[config.mk]
export PLATFORM = sky130hd
export DESIGN_NAME = obj_line_draw
export DESIGN_NICKNAME = d
export VERILOG_FILES = /design/src/obj_pkg.sv /design/src/obj_line_draw.sv
export SDC_FILE = /design/constraint.sdc
export NUM_CORES = 1
export LEC_CHECK = 0
export BUFFER_PORTS_ARGS = -buffer_cell sky130_fd_sc_hd__buf_2
export CELL_PAD_IN_SITES_DETAIL_PLACEMENT = 0
export CELL_PAD_IN_SITES_GLOBAL_PLACEMENT = 1
export CORE_ASPECT_RATIO = 0.8
export CORE_UTILIZATION = 44
export CTS_CLUSTER_DIAMETER = 40
export DETAILED_ROUTE_END_ITERATION = 12
export GPL_TIMING_DRIVEN = 0
export PLACE_DENSITY = 0.95
export SETUP_SLACK_MARGIN = 0.15
export SLEW_MARGIN = 0
export SYNTH_ARGS = -nofsm -noshare
export SYNTH_HDL_FRONTEND = slang
export SYNTH_SLANG_ARGS = --single-unit
[constraint.sdc]
create_clock -name clk -period 8.1 [get_ports clk]
set_clock_uncertainty 0.1 [all_clocks]
set_input_delay 0.405 -clock clk [delete_from_list [all_inputs] [get_ports clk]]
set_output_delay 0.405 -clock clk [all_outputs]
set_load 0.005 [all_outputs]
[src/obj_pkg.sv]
/* shared types for the object line engine
   entry fields follow host table layout, msb first
   tile sizes are in 16 pixel units, stored minus one */
package obj_pkg;

    localparam int OBJ_AW = 8;              // default table address width

    typedef struct packed {
        logic        end_mark;              // terminator, scan stops here
        logic [8:0]  y;                     // top row
        logic [8:0]  x;                     // left column
        logic [15:0] code;                  // first tile code
        logic [3:0]  tile_w;                // width in tiles - 1
        logic [3:0]  tile_h;                // height in tiles - 1
        logic        hflip;
        logic        vflip;
        logic [4:0]  pal;
        logic [1:0]  pad;                   // spare
    } obj_entry_t;

    typedef struct packed {
        logic [15:0] code;                  // tile code for this column
        logic [3:0]  vsub;                  // row in tile, flip applied
        logic        hflip;
        logic [4:0]  pal;
        logic [8:0]  hpos;                  // left pixel on screen
    } obj_draw_t;

    typedef struct packed {
        logic [4:0]  pal;
        logic [3:0]  idx;
    } obj_pix_t;

    localparam obj_pix_t   PIX_EMPTY  = 9'h1ff;  // nothing drawn here
    localparam logic [3:0] IDX_TRANSP = 4'd15;   // rom index never drawn

    typedef enum logic [2:0] {SC_IDLE, SC_READ, SC_MATCH, SC_ISSUE, SC_NEXT} scan_state_e;

    typedef enum logic [1:0] {DR_IDLE, DR_FETCH, DR_PIXELS} draw_state_e;

endpackage

[src/obj_line_draw.sv]
`timescale 1ns/1ns
/* fetches one 16 pixel tile row and writes it to the line buffer
   rom_data must be valid exactly one cycle after rom_cs
   job takes 18 cycles from draw_req to draw_idle high again */
module obj_line_draw import obj_pkg::*; (
    input  logic        clk,
    input  logic        rst,
    input  logic        draw_req,
    input  obj_draw_t   draw_job,
    output logic        draw_idle,
    output logic        rom_cs,
    output logic [19:0] rom_addr,
    input  logic [63:0] rom_data,
    output logic        buf_we,
    output logic [8:0]  buf_addr,
    output obj_pix_t    buf_pix
);
    draw_state_e state;
    obj_draw_t   job_q;                     // job held for its whole run
    logic [63:0] row_q;                     // rom row, kept after first pixel
    logic [63:0] row;
    logic [3:0]  cnt;                       // pixel counter in screen order
    logic [3:0]  sel;                       // rom pixel for this screen pixel
    logic [3:0]  idx;

    assign draw_idle = (state == DR_IDLE);
    assign rom_cs    = (state == DR_FETCH);
    assign rom_addr  = {job_q.code, job_q.vsub};
    assign row       = (cnt == 4'd0) ? rom_data : row_q;   // rom only valid on pixel 0
    assign sel       = job_q.hflip ? 4'd15 - cnt : cnt;
    assign idx       = row[{sel, 2'b00} +: 4];
    assign buf_we    = (state == DR_PIXELS) && (idx != IDX_TRANSP);
    assign buf_addr  = job_q.hpos + {5'd0, cnt};          // wraps modulo 512
    assign buf_pix   = '{pal: job_q.pal, idx: idx};

    always_ff @(posedge clk) begin
        if (draw_req && draw_idle)
            job_q <= draw_job;
        if (state == DR_PIXELS && cnt == 4'd0)
            row_q <= rom_data;
    end

    always_ff @(posedge clk, posedge rst) begin
        if (rst) begin
            state <= DR_IDLE;
            cnt   <= 4'd0;
        end else begin
            case (state)
                DR_IDLE: begin
                    if (draw_req)
                        state <= DR_FETCH;
                end
                DR_FETCH: begin
                    state <= DR_PIXELS;           // rom answers on next edge
                    cnt   <= 4'd0;
                end
                DR_PIXELS: begin
                    cnt <= cnt + 4'd1;
                    if (cnt == 4'd15)
                        state <= DR_IDLE;         // 16th pixel out
                end
                default: state <= DR_IDLE;
            endcase
        end
    end

endmodule

### Word-level counts from Yosys, hierarchy flattened

Cells that the tools add are included.
W data, S select, Z words.

| storage, ports and cells | value |
|---|---|
| register bits after elaboration | 105 |
| latch bits | 0 |
| RAM bits | 0 |
| ROM bits | 0 |
| input bits | 102 |
| logic and storage cells | 31 |
| memories kept | 0 |

| cells by class | value |
|---|---|
| add/sub/neg operators | 3 |
| multiply operators | 0 |
| divide/modulo/power cells | 0 |
| $lt $le $gt $ge | 0 |
| equality and inequality tests | 6 |
| shifts and indexed selects | 1 |
| multiplexer cells | 6 |
| bitwise logic cells | 0 |
| reductions and logical operators | 7 |

Operators by type and width:

| cell | count |
|---|---|
| $mux W64 | 1 |
| $shiftx A64 B7 Y4 | 1 |
| $add A9 B4 Y9 | 1 |
| $pmux W4 S2 | 1 |
| $pmux W2 S3 | 1 |
| $add A4 B1 Y4 const B | 1 |
| $eq A4 B4 Y1 const B | 1 |
| $logic_not A4 Y1 | 1 |
| $mux W2 | 2 |
| $mux W4 | 1 |
| $ne A4 B4 Y1 const B | 1 |
| $sub A4 B4 Y4 const A | 1 |
| $logic_and A1 B1 Y1 | 3 |
| $eq A2 B1 Y1 const B | 1 |
| $eq A2 B2 Y1 const B | 1 |
| $logic_not A2 Y1 | 1 |
| $ne A2 B1 Y1 const B | 1 |
| $ne A2 B2 Y1 const B | 1 |
| $reduce_and A2 Y1 | 1 |
| $reduce_bool A2 Y1 | 1 |

### Depth between registers and ports, before layout

| logic depth | value |
|---|---|
| word-level depth | 5 |
| mapped depth | 12 |
| depth with buffers taken out | 9 |

### Worst setup path before layout

Ideal clock, no wire load.

| timing | value |
|---|---|
| path kind | reg-to-reg |
| start | register cnt[0] |
| end | register row_q[0] (enable) |
| setup time | 429 ps |
| arrival time | 2653 ps |
| data required time | 7571 ps |
| path slack | 4919 ps |
| cell stages (with the launch flop) | 6 |
| buffers on the path | 1 |
| period minus slack after synthesis | 3181 ps |
| cell sequence | dfrtp_1 > buf_2 > inv_1 > ha_1 > nor3b_1 > and2_1 |

| between the ends | value |
|---|---|
| word-level cells in the longest chain between the ends | 2 |

Ends and longest elaborated chain:

| item | RTL line | source |
|---|---|---|
| start: declaration | obj_line_draw.sv:22 | `logic [3:0] cnt;` |
| start signal: assignment | obj_line_draw.sv:58 | `cnt <= cnt + 4'd1;` |
| $logic_not A4 Y1 | obj_line_draw.sv:39 | `if (state == DR_PIXELS && cnt == 4'd0)` |
| $logic_and A1 B1 Y1 | obj_line_draw.sv:39 |  |
| end signal: assignment | obj_line_draw.sv:40 | `row_q <= rom_data;` |
| end: declaration | obj_line_draw.sv:20 | `logic [63:0] row_q;` |

Every way passes these cells.
A chain may end at the register's enable or synchronous reset.

### Final worst setup path

| timing | value |
|---|---|
| start | register cnt[0] |
| end | output buf_we |

| between the ends | value |
|---|---|
| word-level cells in the longest chain between the ends | 5 |
| elaborated cells between the ends (all ways) | 7 |

Ends and longest elaborated chain:

| item | RTL line | source |
|---|---|---|
| $sub A4 B4 Y4 or $logic_not A4 Y1 (tied branches) | obj_line_draw.sv:30, obj_line_draw.sv:29 |  |
| $mux W4 or $mux W64 (tied branches) | obj_line_draw.sv:30, obj_line_draw.sv:29 |  |
| $shiftx A64 B7 Y4 (*) | obj_line_draw.sv:31 | `assign idx = row[{sel, 2'b00} +: 4];` |
| $ne A4 B4 Y1 (*) | obj_line_draw.sv:32 | `assign buf_we = (state == DR_PIXELS) && (idx != IDX_TRANSP);` |
| $logic_and A1 B1 Y1 (*) | obj_line_draw.sv:32 |  |
| end: declaration | obj_line_draw.sv:14 | `output logic buf_we,` |

Mark *: on every way between the ends. The rest lies on a longest branch, timed or not.

==> flow_summary_export.csv <==
group,metric,value,unit
run_status,status,"finished, final reports clean",
worst_setup_path,crit_chain,"buf_2, inv_1, ha_1, nor3b_1, nor2_1, buf_2, nand3_1, a32o_1, nand2_1, nor3_2, a41oi_1, buf_2",
yosys,synth_cell_types,37,
worst_setup_path,cp_slowest_stage_delay,0.48,ns
clock_tree,clkLatencyLatePin,0.34,ns
worst_setup_path,r2r_cells,6,
detailed_routing,wl_per_cell,17.6,µm
worst_setup_path,crit_fanout,10,
die,dieArea,0.0118,mm²
place,gp_routability_congestion,0.805,
timing,fmax,273,MHz
yosys,syn_inst,393,
grt,antenna_found_initial,0,
worst_setup_path,crit_arrival,3.16,ns
clock_tree,cts_max_path_buffers,2,
yosys,yosysWarnings,0,
finish,diodes,0,
timing,slew_violations,0,
power,power,2.02,mW
worst_setup_path,worstPathRequired,7.60,ns
die,io_pins,143,
timing,finalCriticalPeriod,3.66,ns
place,portBuffers,142,
job,cap_violations,0,
timing,setup_violations,0,
detailed_routing,first_pass_iters,5,
die,start_util,0.456,
worst_setup_path,cp-start-kind,"flop",
worst_setup_path,critPathMostFrequentCell,"buf_2",
worst_setup_path,worst-setup-path-type,"reg -> out",
clock_tree,clk_pin_slew,0.07,ns
min_path,min_to,"rom_addr[19]",
power,power_density,320,mW/mm²
grt,grt_pass1_wl,19300,µm
yosys,yosys.cell_count.top_type,"edfxtp_1",
worst_setup_path,r2r_setup_slack,5.48,ns
finish,fillerInstances,905,
timing,slew_headroom,0.430,
detailed_routing,drc_errors,0,
yosys,netlist.area_leader.share,0.594,
yosys,synthTopCellsByArea,"edfxtp_1 (59%), nand2_1 (7.0%), mux2i_1 (5.0%), buf_4 (4.5%), a32oi_1 (4.2%)",
worst_setup_path,crit_family,"simple AND/OR/NAND/NOR gates",
yosys,yosysTopAreaCell,"edfxtp_1",
place,place_ws,4.83,ns
finish,area_growth,26.1,%
clock_tree,cts_tree,"built",
worst_setup_path,critPathBufInv,4,
detailed_routing,wl,12300,µm
detailed_routing,ant_nets,0,
detailed_routing,vias_per_cell,5.38,
grt,grt_max_degree,43,
yosys,synth_commonest_cells,"edfxtp_1 (99), nand2_1 (93), buf_4 (30)",
timing,rsz0062_at_grt,"false",
clock_tree,cts.sinks,105,
die,core,0.0110,mm²
grt,grt_use_total,0.215,
timing,period_share,0.452,
die,fp.dieW,121,µm
yosys,synth-seq-cells,105,
clock_tree,h-tree-depth,3,
finish,drive_gt1_frac,0.372,
timing,tns,0,ns
yosys,synth_area_per_cell,12.7,µm²
worst_setup_path,cp-end-kind,"output pin",
yosys,synth_nets,505,
worst_setup_path,worstReg2RegStart,"cnt[0]",
worst_setup_path,reg2reg_to,"row_q[14]",
detailed_routing,drt_iter0_drc,328,
detailed_routing,vias,3754,
yosys,async_reset_ff_frac,0.0571,
timing,hold_violations,0,
clock_tree,cts-root-buf,"clkbuf_16",
die,die_height,97.4,µm
grt,grt_pass1_vias,3812,
finish,final_util,0.575,
finish,seqCellArea,0.00312,mm²
min_path,hold_path_class,"in -> reg",
grt,grt_overflow,0,
die,rows,34,
timing,setup_ws,4.44,ns
yosys,ys_seq_area_frac,0.624,
power,p_leak,2.64,nW
yosys,netlist_area,0.00501,mm²
timing,max_slew.worst_pin.slew,0.855,ns
worst_setup_path,cp_slowest_cell,"nor2_1",
finish,layout.nets,661,
min_path,min_from,"draw_job[34]",
clock_tree,cts-buffers-inserted,9,
min_path,whs_path_depth,1,
yosys,synthFlopType,"edfxtp_1",
place,dpl.hpwl,9130,µm
power,ir_drop,0.171,mV
finish,multiInputGateArea,0.00155,mm²
yosys,synth_edf_count,99,
[power by group]
group | leakage (nW) | total, mW | internal [mW] | switching [mW]
registers | 0.997 | 0.787 | 0.748 | 0.0389
logic | 1.47 | 0.725 | 0.289 | 0.436
clock network | 0.173 | 0.506 | 0.320 | 0.185
total | 2.64 | 2.02 | 1.36 | 0.660
[state kept, by name, indices dropped and copies added (netlist names)]
signal	flops
cnt	4
row_q	64
state	2
job_q	10
buf_pix	5
rom_addr	20
[placed cells by master, fill, tap and decap left out, drive strengths merged, types with 3 or more instances in the layout]
| master | instances |
|---|---|
| a21oi | 3 |
| bufinv | 3 |
| a22oi | 8 |
| nand2 | 93 |
| mux2i | 25 |
| and2 | 3 |
| nand3b | 3 |
| ha | 9 |
| a32oi | 24 |
| o21ai | 6 |
| buf | 182 |
| xnor2 | 5 |
| clkbuf | 19 |
| inv | 8 |
| a32o | 8 |
| edfxtp | 99 |
| xor2 | 5 |
| nand3 | 20 |
| nor2 | 5 |
| nor3 | 4 |
| dfrtp | 6 |
[what timing repair did]
action,4_1_cts,5_1_grt
endpoints found under the hold margin,6,0
resized for setup,0,0
hold buffers,1,0
buffers inserted,0,0
[area by class of cell]
type,count,share of cell area
multi-input combinational,236,0.246
sequential,105,0.495
timing repair buffer,145,0.122
buffer,45,0.0484
tap,144,0.0285
clock inverter,4,0.0157
clock buffer,12,0.0406
inverter,7,0.00416
[layer usage]
metal,routed length [µm],up-vias,track usage
li1,-,1752,-
met1,5230,1813,0.286
met2,5890,163,0.340
met3,844,26,0.0522
met4,307,0,0.0807
met5,0,-,0
[metrics by stage]
| step | cell area (µm²) | hold WS [ns] | instances |
|---|---|---|---|
| after floorplan | 5010 | 0.0960 | 393 |
| after global placement | 5900 | 0.235 | 679 |
| after detailed placement | 5950 | 0.240 | 681 |
| after CTS | 6310 | 0.129 | 698 |
| after global routing | 6310 | 0.123 | 698 |
| final | 6310 | 0.141 | 698 |
[cells by family (layout without fill, tap and decap cells)]
logic type,Yosys count,after routing,share of synthesized area
xor gates and xnor gates,10,10,0.0212
muxes,25,25,0.0500
AOI/OAI and AO/OA,56,56,0.0897
buffers and inverters,52,213,0.0662
DFF,105,105,0.624
and+or+nand+nor,135,135,0.123
adders and majority gates,10,10,0.0265
[worst max-delay path by stage]
| stage | startpoint | endpoint | slack, ns | depth (start not counted) |
|---|---|---|---|---|
| 6_report | cnt[0] | buf_we | 4.44 | 12 |
| 5_1_grt | cnt[0] | buf_we | 4.29 | 12 |
| 4_1_cts | cnt[0] | buf_we | 4.46 | 12 |
| 3_5_place_dp | cnt[0] | buf_we | 4.83 | 12 |
| 3_3_place_gp | cnt[0] | row_q[13] | 4.26 | 5 |
| 2_1_floorplan | cnt[0] | row_q[0] | 4.92 | 5 |
[worst register-to-register path: stages (launching register included)]
cell and delay, ns:
dfrtp_1 0.40, buf_2 0.19, inv_1 0.11, ha_1 0.17, nor3b_1 0.38, and2_2 0.61, buf_12 0.32
Note: power is estimated with default switching activity, not from simulation.
