===== config.mk =====
export PLATFORM = sky130hd
export DESIGN_NAME = obj_line_scan
export DESIGN_NICKNAME = d
export VERILOG_FILES = /design/src/obj_pkg.sv /design/src/obj_line_scan.sv /design/src/obj_tile_match.sv
export SDC_FILE = /design/constraint.sdc
export NUM_CORES = 1
export LEC_CHECK = 0
export BUFFER_PORTS_ARGS = -buffer_cell sky130_fd_sc_hd__buf_4
export CAP_MARGIN = 20
export CORE_UTILIZATION = 55
export CTS_CLUSTER_DIAMETER = 30
export DETAILED_ROUTE_END_ITERATION = 8
export PLACE_DENSITY = 0.8
export SYNTH_ARGS = -nofsm -noshare
export SYNTH_HDL_FRONTEND = slang
export SYNTH_SLANG_ARGS = --single-unit

===== constraint.sdc =====
create_clock -name clk -period 7.1 [get_ports clk]
set_clock_uncertainty 0.15 [all_clocks]
set_input_delay 1.065 -clock clk [delete_from_list [all_inputs] [get_ports clk]]
set_output_delay 1.065 -clock clk [all_outputs]
set_load 0.005 [all_outputs]

===== src/obj_pkg.sv =====
/* shared types for the object line engine
   entry fields follow host table layout, msb first
   tile sizes are in 16 pixel units, stored minus one */
package obj_pkg;

    localparam int OBJ_AW = 8;              // default table address width

    typedef struct packed {
        logic        end_mark;              // terminator, scan stops here
        logic [8:0]  y;                     // top row
        logic [8:0]  x;                     // left column
        logic [15:0] code;                  // first tile code
        logic [3:0]  tile_w;                // width in tiles - 1
        logic [3:0]  tile_h;                // height in tiles - 1
        logic        hflip;
        logic        vflip;
        logic [4:0]  pal;
        logic [1:0]  pad;                   // spare
    } obj_entry_t;

    typedef struct packed {
        logic [15:0] code;                  // tile code for this column
        logic [3:0]  vsub;                  // row in tile, flip applied
        logic        hflip;
        logic [4:0]  pal;
        logic [8:0]  hpos;                  // left pixel on screen
    } obj_draw_t;

    typedef struct packed {
        logic [4:0]  pal;
        logic [3:0]  idx;
    } obj_pix_t;

    localparam obj_pix_t   PIX_EMPTY  = 9'h1ff;  // nothing drawn here
    localparam logic [3:0] IDX_TRANSP = 4'd15;   // rom index never drawn

    typedef enum logic [2:0] {SC_IDLE, SC_READ, SC_MATCH, SC_ISSUE, SC_NEXT} scan_state_e;

    typedef enum logic [1:0] {DR_IDLE, DR_FETCH, DR_PIXELS} draw_state_e;

endpackage


===== src/obj_line_scan.sv =====
`timescale 1ns/1ns
/* walks the object table on each line_start and issues tile jobs
   an entry with end_mark set is a terminator and is not drawn
   a new line_start aborts the walk in progress */
module obj_line_scan import obj_pkg::*; #(
    parameter int OBJ_AW = 8
) (
    input  logic              clk,
    input  logic              rst,
    input  logic              flip,
    input  logic              line_start,
    input  logic [8:0]        vrender,
    output logic              rd_req,
    output logic [OBJ_AW-1:0] rd_addr,
    input  obj_entry_t        rd_entry,
    input  logic              rd_valid,
    output logic              draw_req,
    output obj_draw_t         draw_job,
    input  logic              draw_idle,
    output logic              scan_busy
);
    scan_state_e state;
    obj_entry_t  ent;                       // entry under test
    logic [8:0]  line_q;                    // render line, flip applied
    logic [3:0]  n;                         // tile column being issued
    logic [3:0]  npos;                      // screen column of tile n
    logic [8:0]  hpos;
    logic        rd_sent;                   // request for this entry is out
    logic        rd_out;                    // some read still unanswered
    logic        take;
    logic        issue;
    logic        inzone;
    logic [3:0]  vsub;
    logic [15:0] code_mn;

    obj_tile_match u_match (
        .clk     (clk),
        .entry   (ent),
        .line    (line_q),
        .n       (n),
        .inzone  (inzone),
        .vsub    (vsub),
        .code_mn (code_mn)
    );

    assign rd_req = (state == SC_READ) && !rd_sent && !rd_out;  // one read in flight
    assign take   = (state == SC_READ) && rd_sent && rd_valid;
    assign issue  = (state == SC_ISSUE) && inzone && draw_idle;
    assign npos   = ent.hflip ? ent.tile_w - n : n;    // reversed columns under hflip
    assign hpos   = ent.x + {1'b0, npos, 4'd0};        // wraps modulo 512

    always_ff @(posedge clk) begin
        if (line_start)
            line_q <= {vrender[8], vrender[7:0] ^ {8{flip}}};
        if (take)
            ent <= rd_entry;
        if (issue) begin
            draw_job.code  <= code_mn;
            draw_job.vsub  <= vsub;
            draw_job.hflip <= ent.hflip;
            draw_job.pal   <= ent.pal;
            draw_job.hpos  <= hpos;
        end
    end

    always_ff @(posedge clk, posedge rst) begin
        if (rst) begin
            state     <= SC_IDLE;
            rd_addr   <= '0;
            rd_sent   <= 1'b0;
            rd_out    <= 1'b0;
            n         <= 4'd0;
            draw_req  <= 1'b0;
            scan_busy <= 1'b0;
        end else begin
            rd_out   <= (rd_req || rd_out) && !rd_valid;  // also tracks aborted reads
            draw_req <= 1'b0;                              // pulse only
            if (rd_req)
                rd_sent <= 1'b1;
            case (state)
                SC_READ: begin
                    if (take) begin
                        if (rd_entry.end_mark) begin
                            state     <= SC_IDLE;          // terminator, walk done
                            scan_busy <= 1'b0;
                        end else begin
                            state <= SC_MATCH;
                        end
                    end
                end
                SC_MATCH: state <= SC_ISSUE;               // matcher result lands next
                SC_ISSUE: begin
                    if (!inzone) begin
                        state <= SC_NEXT;                  // not on this line
                    end else if (draw_idle) begin
                        draw_req <= 1'b1;
                        if (n == ent.tile_w) begin
                            state <= SC_NEXT;
                        end else begin
                            n     <= n + 4'd1;
                            state <= SC_MATCH;             // new code_mn for next column
                        end
                    end
                end
                SC_NEXT: begin
                    n       <= 4'd0;
                    rd_sent <= 1'b0;
                    if (rd_addr == {OBJ_AW{1'b1}}) begin
                        state     <= SC_IDLE;              // ran off the table end
                        scan_busy <= 1'b0;
                    end else begin
                        rd_addr <= rd_addr + 1'b1;
                        state   <= SC_READ;
                    end
                end
                default: state <= SC_IDLE;
            endcase
            if (line_start) begin                          // overrides the case above
                state     <= SC_READ;
                rd_addr   <= '0;
                rd_sent   <= 1'b0;
                n         <= 4'd0;
                draw_req  <= 1'b0;
                scan_busy <= 1'b1;
            end
        end
    end

endmodule


===== src/obj_tile_match.sv =====
`timescale 1ns/1ns
/* row test of one object against the render line
   all outputs registered, valid one cycle after the inputs
   code_mn assumes tiles laid out 16 codes per tile row */
module obj_tile_match import obj_pkg::*; (
    input  logic        clk,
    input  obj_entry_t  entry,
    input  logic [8:0]  line,
    input  logic [3:0]  n,
    output logic        inzone,
    output logic [3:0]  vsub,
    output logic [15:0] code_mn
);
    logic [8:0] row;                        // line relative to object top
    logic       hit;
    logic [3:0] m_raw;
    logic [3:0] m;

    assign row   = line - entry.y;          // wraps modulo 512
    assign hit   = row[8:4] <= {1'b0, entry.tile_h};  // below 16*(tile_h+1)
    assign m_raw = row[7:4];                // row[8] is zero whenever hit
    assign m     = entry.vflip ? entry.tile_h - m_raw : m_raw;

    always_ff @(posedge clk) begin
        inzone  <= hit;
        vsub    <= row[3:0] ^ {4{entry.vflip}};  // flip inside the tile
        code_mn <= entry.code + {12'd0, n} + {8'd0, m, 4'd0};
    end

endmodule


Word level (Yosys, flattened, before mapping). Index checks and enable logic that the tools add are counted.

Register bits: 133. Bits in read-only memories: 0. Bits in writable memories: 0. Bits in latches: 0. Output and inout port bits: 46. Logic and storage cells: 98. Memories: 0.

Reductions and logical operators: 19. Order comparisons: 1. Equal/unequal tests: 14. Add/sub/neg operators: 8. Div/mod/pow operators: 0. Mux-type cells: 30. Multiply operators: 0. Bitwise operators: 2. Shift-type cells: 0.

Operator list (count): two-way mux 4 bit (6); two-way mux 8 bit (3); adder 16 x 4 -> 16 bit (1); adder 16 x 8 -> 16 bit (1); two-way mux 3 bit (5); != test 3 bit, second input constant (5); two-way mux 1 bit (12); case mux 3 bit (4 select lines) (1); adder 9 x 8 -> 9 bit (1); nonzero test 3 bit (3); subtractor 9 bit (1); adder 8 x 1 -> 8 bit, second input constant (1); == test 8 bit, second input constant (1); case mux 4 bit (2 select lines) (1); AND reduction 4 bit (2); subtractor 4 bit (2); bitwise XOR 8 bit (1); logical AND 1 bit (7); == test 3 x 2 -> 1 bit, second input constant (2); <= comparator 5 x 4 -> 1 bit (1); adder 4 x 1 -> 4 bit, second input constant (1); == test 4 bit (1); != test 4 bit, second input constant (1); AND reduction 2 bit (2); 10 further kinds (12).

Longest topological paths before layout.
Word-level depth: 6. Gate-level depth with buffers: 20. Gate-level depth less buffers: 20.

Cells and area by module. A second synthesis with hierarchy kept.

Cell total of the unflattened synthesis: 436. Area, all modules: 5883.1 µm².

Modules (own cells, without submodules): obj_line_scan (sequential area each 3358.2 µm², area an instance 4259.1 µm², times used 1, cells an instance 246); obj_tile_match (sequential area each 420.4 µm², area an instance 1624.1 µm², times used 1, cells an instance 190).

Least setup slack after synthesis. Ideal clock, no wire load.

Path type: input to register. From: input rd_valid. To: register ent[10] in the netlist's numbering, enable pin. Arrival time: 4.453 ns. Setup time: 0.516 ns. Required time: 6.434 ns. Cell stages on the path: 2. Path slack: 1.981 ns. Cells stage by stage: nand2_1 nor3_1.

Cells in the longest elaborated chain, start to end: 1.

Ends and longest elaborated chain: start, declared (line obj_line_scan.sv:16) `input logic rd_valid,`; logical AND 1 bit (line obj_line_scan.sv:47) `assign take = (state == SC_READ) && rd_sent && rd_valid;`; via take (line obj_line_scan.sv:30) `logic take;`; end signal, assigned (line obj_line_scan.sv:56) `ent <= rd_entry;`; end, declared (line obj_line_scan.sv:23) `obj_entry_t ent;`.

The timed path passes the listed nets, and every way through them passes these cells. A chain may end at the register's enable or synchronous reset.

Worst setup path in the final report.
From: register line_q[0]. To: register u_match.code_mn[15].

Cells in the longest elaborated chain, start to end: 4.

Ends and longest elaborated chain: start, declared (line obj_line_scan.sv:24) `logic [8:0] line_q;`; start signal, assigned (line obj_line_scan.sv:54) `line_q <= {vrender[8], vrender[7:0] ^ {8{flip}}};`; subtractor 9 bit (*) (line obj_tile_match.sv:19) `assign row = line - entry.y;`; subtractor 4 bit (line obj_tile_match.sv:22) `assign m = entry.vflip ? entry.tile_h - m_raw : m_raw;`; two-way mux 4 bit (*) (line obj_tile_match.sv:22); adder 16 x 8 -> 16 bit (*) (line obj_tile_match.sv:27) `code_mn <= entry.code + {12'd0, n} + {8'd0, m, 4'd0};`; end signal, assigned (line obj_tile_match.sv:27); end, declared (line obj_tile_match.sv:12) `output logic [15:0] code_mn`.

Every way passes the cells marked *; elsewhere a longest branch is shown, timed or not.

==> impl_metrics.env <==
export IMPL_fmax_mhz=224.3
export IMPL_rows=36
export IMPL_hold_viol=0
export IMPL_p_total_mw=2.246
export IMPL_max_cap_viol_count=0
export IMPL_cts_resized=0
export IMPL_synth_area_um2=5662
export IMPL_critPathRequiredTime_ps=7370
export IMPL_dp_hpwl_um=6691
export IMPL_status="finished clean"
export IMPL_placed_cell_area_um2=6645
export IMPL_grt_first_pass_wirelength_um=16720
export IMPL_yosys_warnings=0
export IMPL_cts_sinks=133
export IMPL_drt_met1_wl_um=4225
export IMPL_yosysSeqAreaShare=0.6515
export IMPL_antenna_found_initial=0
export IMPL_finalWirelength_um=10420
export IMPL_dr_wl_met2_um=5491
export IMPL_synth_async_reset_ratio=0.1429
export IMPL_path_clk_slew_ps=60
export IMPL_numPortBuffers=110
export IMPL_numCtsBuffers=17
export IMPL_max_vdd_ir_drop_mv=0.1632
export IMPL_highest_layer="met4"
export IMPL_min_delay_path_depth=0
export IMPL_syn_inst=403
export IMPL_boundaryPins=113
export IMPL_rr_endpoint="u_match.code_mn[15]$_DFF_P_"
export IMPL_worstPathMaxFanout=4
export IMPL_layout_commonest_cell="buf_4"
export IMPL_cts_root_buf="clkbuf_8"
export IMPL_grt_max_degree=50
export IMPL_antenna_cells=0
export IMPL_clock_path_buffers=2
export IMPL_dieHeight_um=103.5
export IMPL_ant_nets=0
export IMPL_layout_drive_gt1_share=0.2657
export IMPL_crit_path_start_kind="flop"
export IMPL_fin_crit_ps=4458
export IMPL_vias_per_cell=5.127
export IMPL_r2r_cells=18
export IMPL_synth_edff_count=93
export IMPL_netlist_area_leader_share=0.4933
export IMPL_cellPowerDensity_nw_per_um2=311.2
export IMPL_synth_ff_type="edfxtp_1"
export IMPL_relSlewSlack=0.4022
export IMPL_routed_wl_met3_um=476
export IMPL_yosysTopAreaCell="edfxtp_1"
export IMPL_ys_types=44
export IMPL_hold_end="draw_job[20]$_DFFE_PP_"
export IMPL_hold_start="u_match.code_mn[1]$_DFF_P_"
export IMPL_reg2reg_setup_slack_ps=2640
export IMPL_final_util=0.7316
export IMPL_hold_path_class="flop to flop"
export IMPL_drc=0
export IMPL_final_nets=634
export IMPL_overflow=0
export IMPL_area_growth_pct=27.47
export IMPL_clkLatencyLatePin_ps=530
export IMPL_htree_levels=4
export IMPL_synth_avg_cell_area_um2=14.05
export IMPL_core_area_um2=9864
export IMPL_first_pass_iters=4
export IMPL_rsz0062_at_grt="false"
export IMPL_cp_arrival_ps=4730
export IMPL_p_leak_nw=3.081
export IMPL_syn_nets=508
export IMPL_drt_iter0_markers=91
export IMPL_die_area_um2=10700
export IMPL_endpoint_kind="flop"
export IMPL_path_class="flop to flop"
export IMPL_wl_per_cell_um=15.44
export IMPL_tritoncts="done"
export IMPL_die_w_um=103.5
export IMPL_num_vias=3461
export IMPL_hold_buffers=0
export IMPL_r2r_start="line_q[0]$_DFFE_PP_"
export IMPL_grt_pass1_vias=3509
export IMPL_postCtsSetupRepairBufs=0
export IMPL_synth_area_leaders="edfxtp_1 (49%), dfrtp_1 (8.4%), dfxtp_1 (7.4%)"
export IMPL_finalSetupTns_ps=0
export IMPL_final_max_slew_violation_count=0
export IMPL_synth_seq_cells=133
export IMPL_fin_crit_sh=0.6279
export IMPL_worstMarginPinSlew_ps=896.7
export IMPL_setup_violations_final=0
export IMPL_layout_common_cells="buf_4 (111), edfxtp_1 (93), ha_1 (33)"
export IMPL_place_gp_congestion=0.7914
export IMPL_fin_area_um2=7217
export IMPL_track_usage=0.2169
export IMPL_start_util=0.5739
-- sequential cells by signal, summed over array words and instances, names as in the netlist --
signal / count
draw_job: 35
draw_req: 1
ent: 49
line_q: 9
n: 4
rd_addr: 8
rd_out: 1
rd_sent: 1
scan_busy: 1
state: 3
u_match.code_mn: 16
u_match.inzone: 1
u_match.vsub: 4
-- final cells by class --
class	instances	area (um^2)
clock buffers	21	439.2
clock inverters	11	132.6
fillers	636	2648
inverters	31	116.4
multi-input cells	235	1841
flip-flops and latches	133	3689
well taps	133	166.4
repair buffers	111	833.3
-- through the flow --
step                hold WS [ps]  setup slack [ps]  instances
CTS                        253.5              2644        675
detailed placement         239.5              2837        643
global placement           236.2              2857        643
finish                     252.7              2642        675
floorplan                  235.5              1981        403
global route               254.8              2244        675
-- worst max-delay path, stage by stage (launching register included) --
cell and delay (ps):
edfxtp_1 350, inv_1 60, ha_1 150, inv_1 50
fa_1 440, a211oi_1 320, o21bai_1 140, a21oi_1 180
xor2_1 250, inv_1 90, ha_1 340, a21oi_1 190
xnor2_1 90, mux2_2 290, ha_1 320, nand3_1 70
o21ai_0 500, nand4_1 210, xnor2_1 160
-- per-layer routing --
layer  up-vias  GRT usage
li1       1686          -
met1      1654     0.2523
met2       104     0.3683
met3        17    0.05578
met4         0     0.1192
met5         -          0
-- worst max path at each step --
stage | from | end | slack [ps] | depth (start not counted)
floorplan | rd_valid | ent[10]$_DFFE_PP_ | 1980 | 2
global placement | line_q[0]$_DFFE_PP_ | u_match.code_mn[15]$_DFF_P_ | 2860 | 18
detailed placement | line_q[0]$_DFFE_PP_ | u_match.code_mn[15]$_DFF_P_ | 2840 | 18
CTS | line_q[0]$_DFFE_PP_ | u_match.code_mn[15]$_DFF_P_ | 2640 | 18
global route | line_q[0]$_DFFE_PP_ | u_match.code_mn[15]$_DFF_P_ | 2240 | 18
finish | line_q[0]$_DFFE_PP_ | u_match.code_mn[15]$_DFF_P_ | 2640 | 18
-- where the power goes --
| part | total (mW) | internal (mW) | switching (mW) |
|---|---|---|---|
| sequential | 0.982 | 0.944 | 0.0376 |
| combinational | 0.417 | 0.186 | 0.231 |
| clock | 0.847 | 0.539 | 0.309 |
-- cell families (layout without fill, tap and decap cells) --
logic type      Yosys count  count (layout)  share of synthesized area
flops                   133             133                     0.6515
buf+inv                  35             174                    0.02453
mux                       6               6                    0.01083
fa+ha+maj                38              38                    0.09061
simple gates             84              84                    0.07580
xor+xnor                 51              51                    0.07890
compound gates           56              56                    0.06785
-- synthesized netlist by cell type (7+ instances only) --
cell and number:
xor2_1 25, edfxtp_1 93, dfxtp_1 21, ha_1 33, o21ai_0 10, inv_1 31
and3_1 8, xnor2_1 26, nand2_1 17, dfrtp_1 19, a21o_1 7, nor2_1 23
a21oi_1 22
Power figures use the tool's default switching activity.
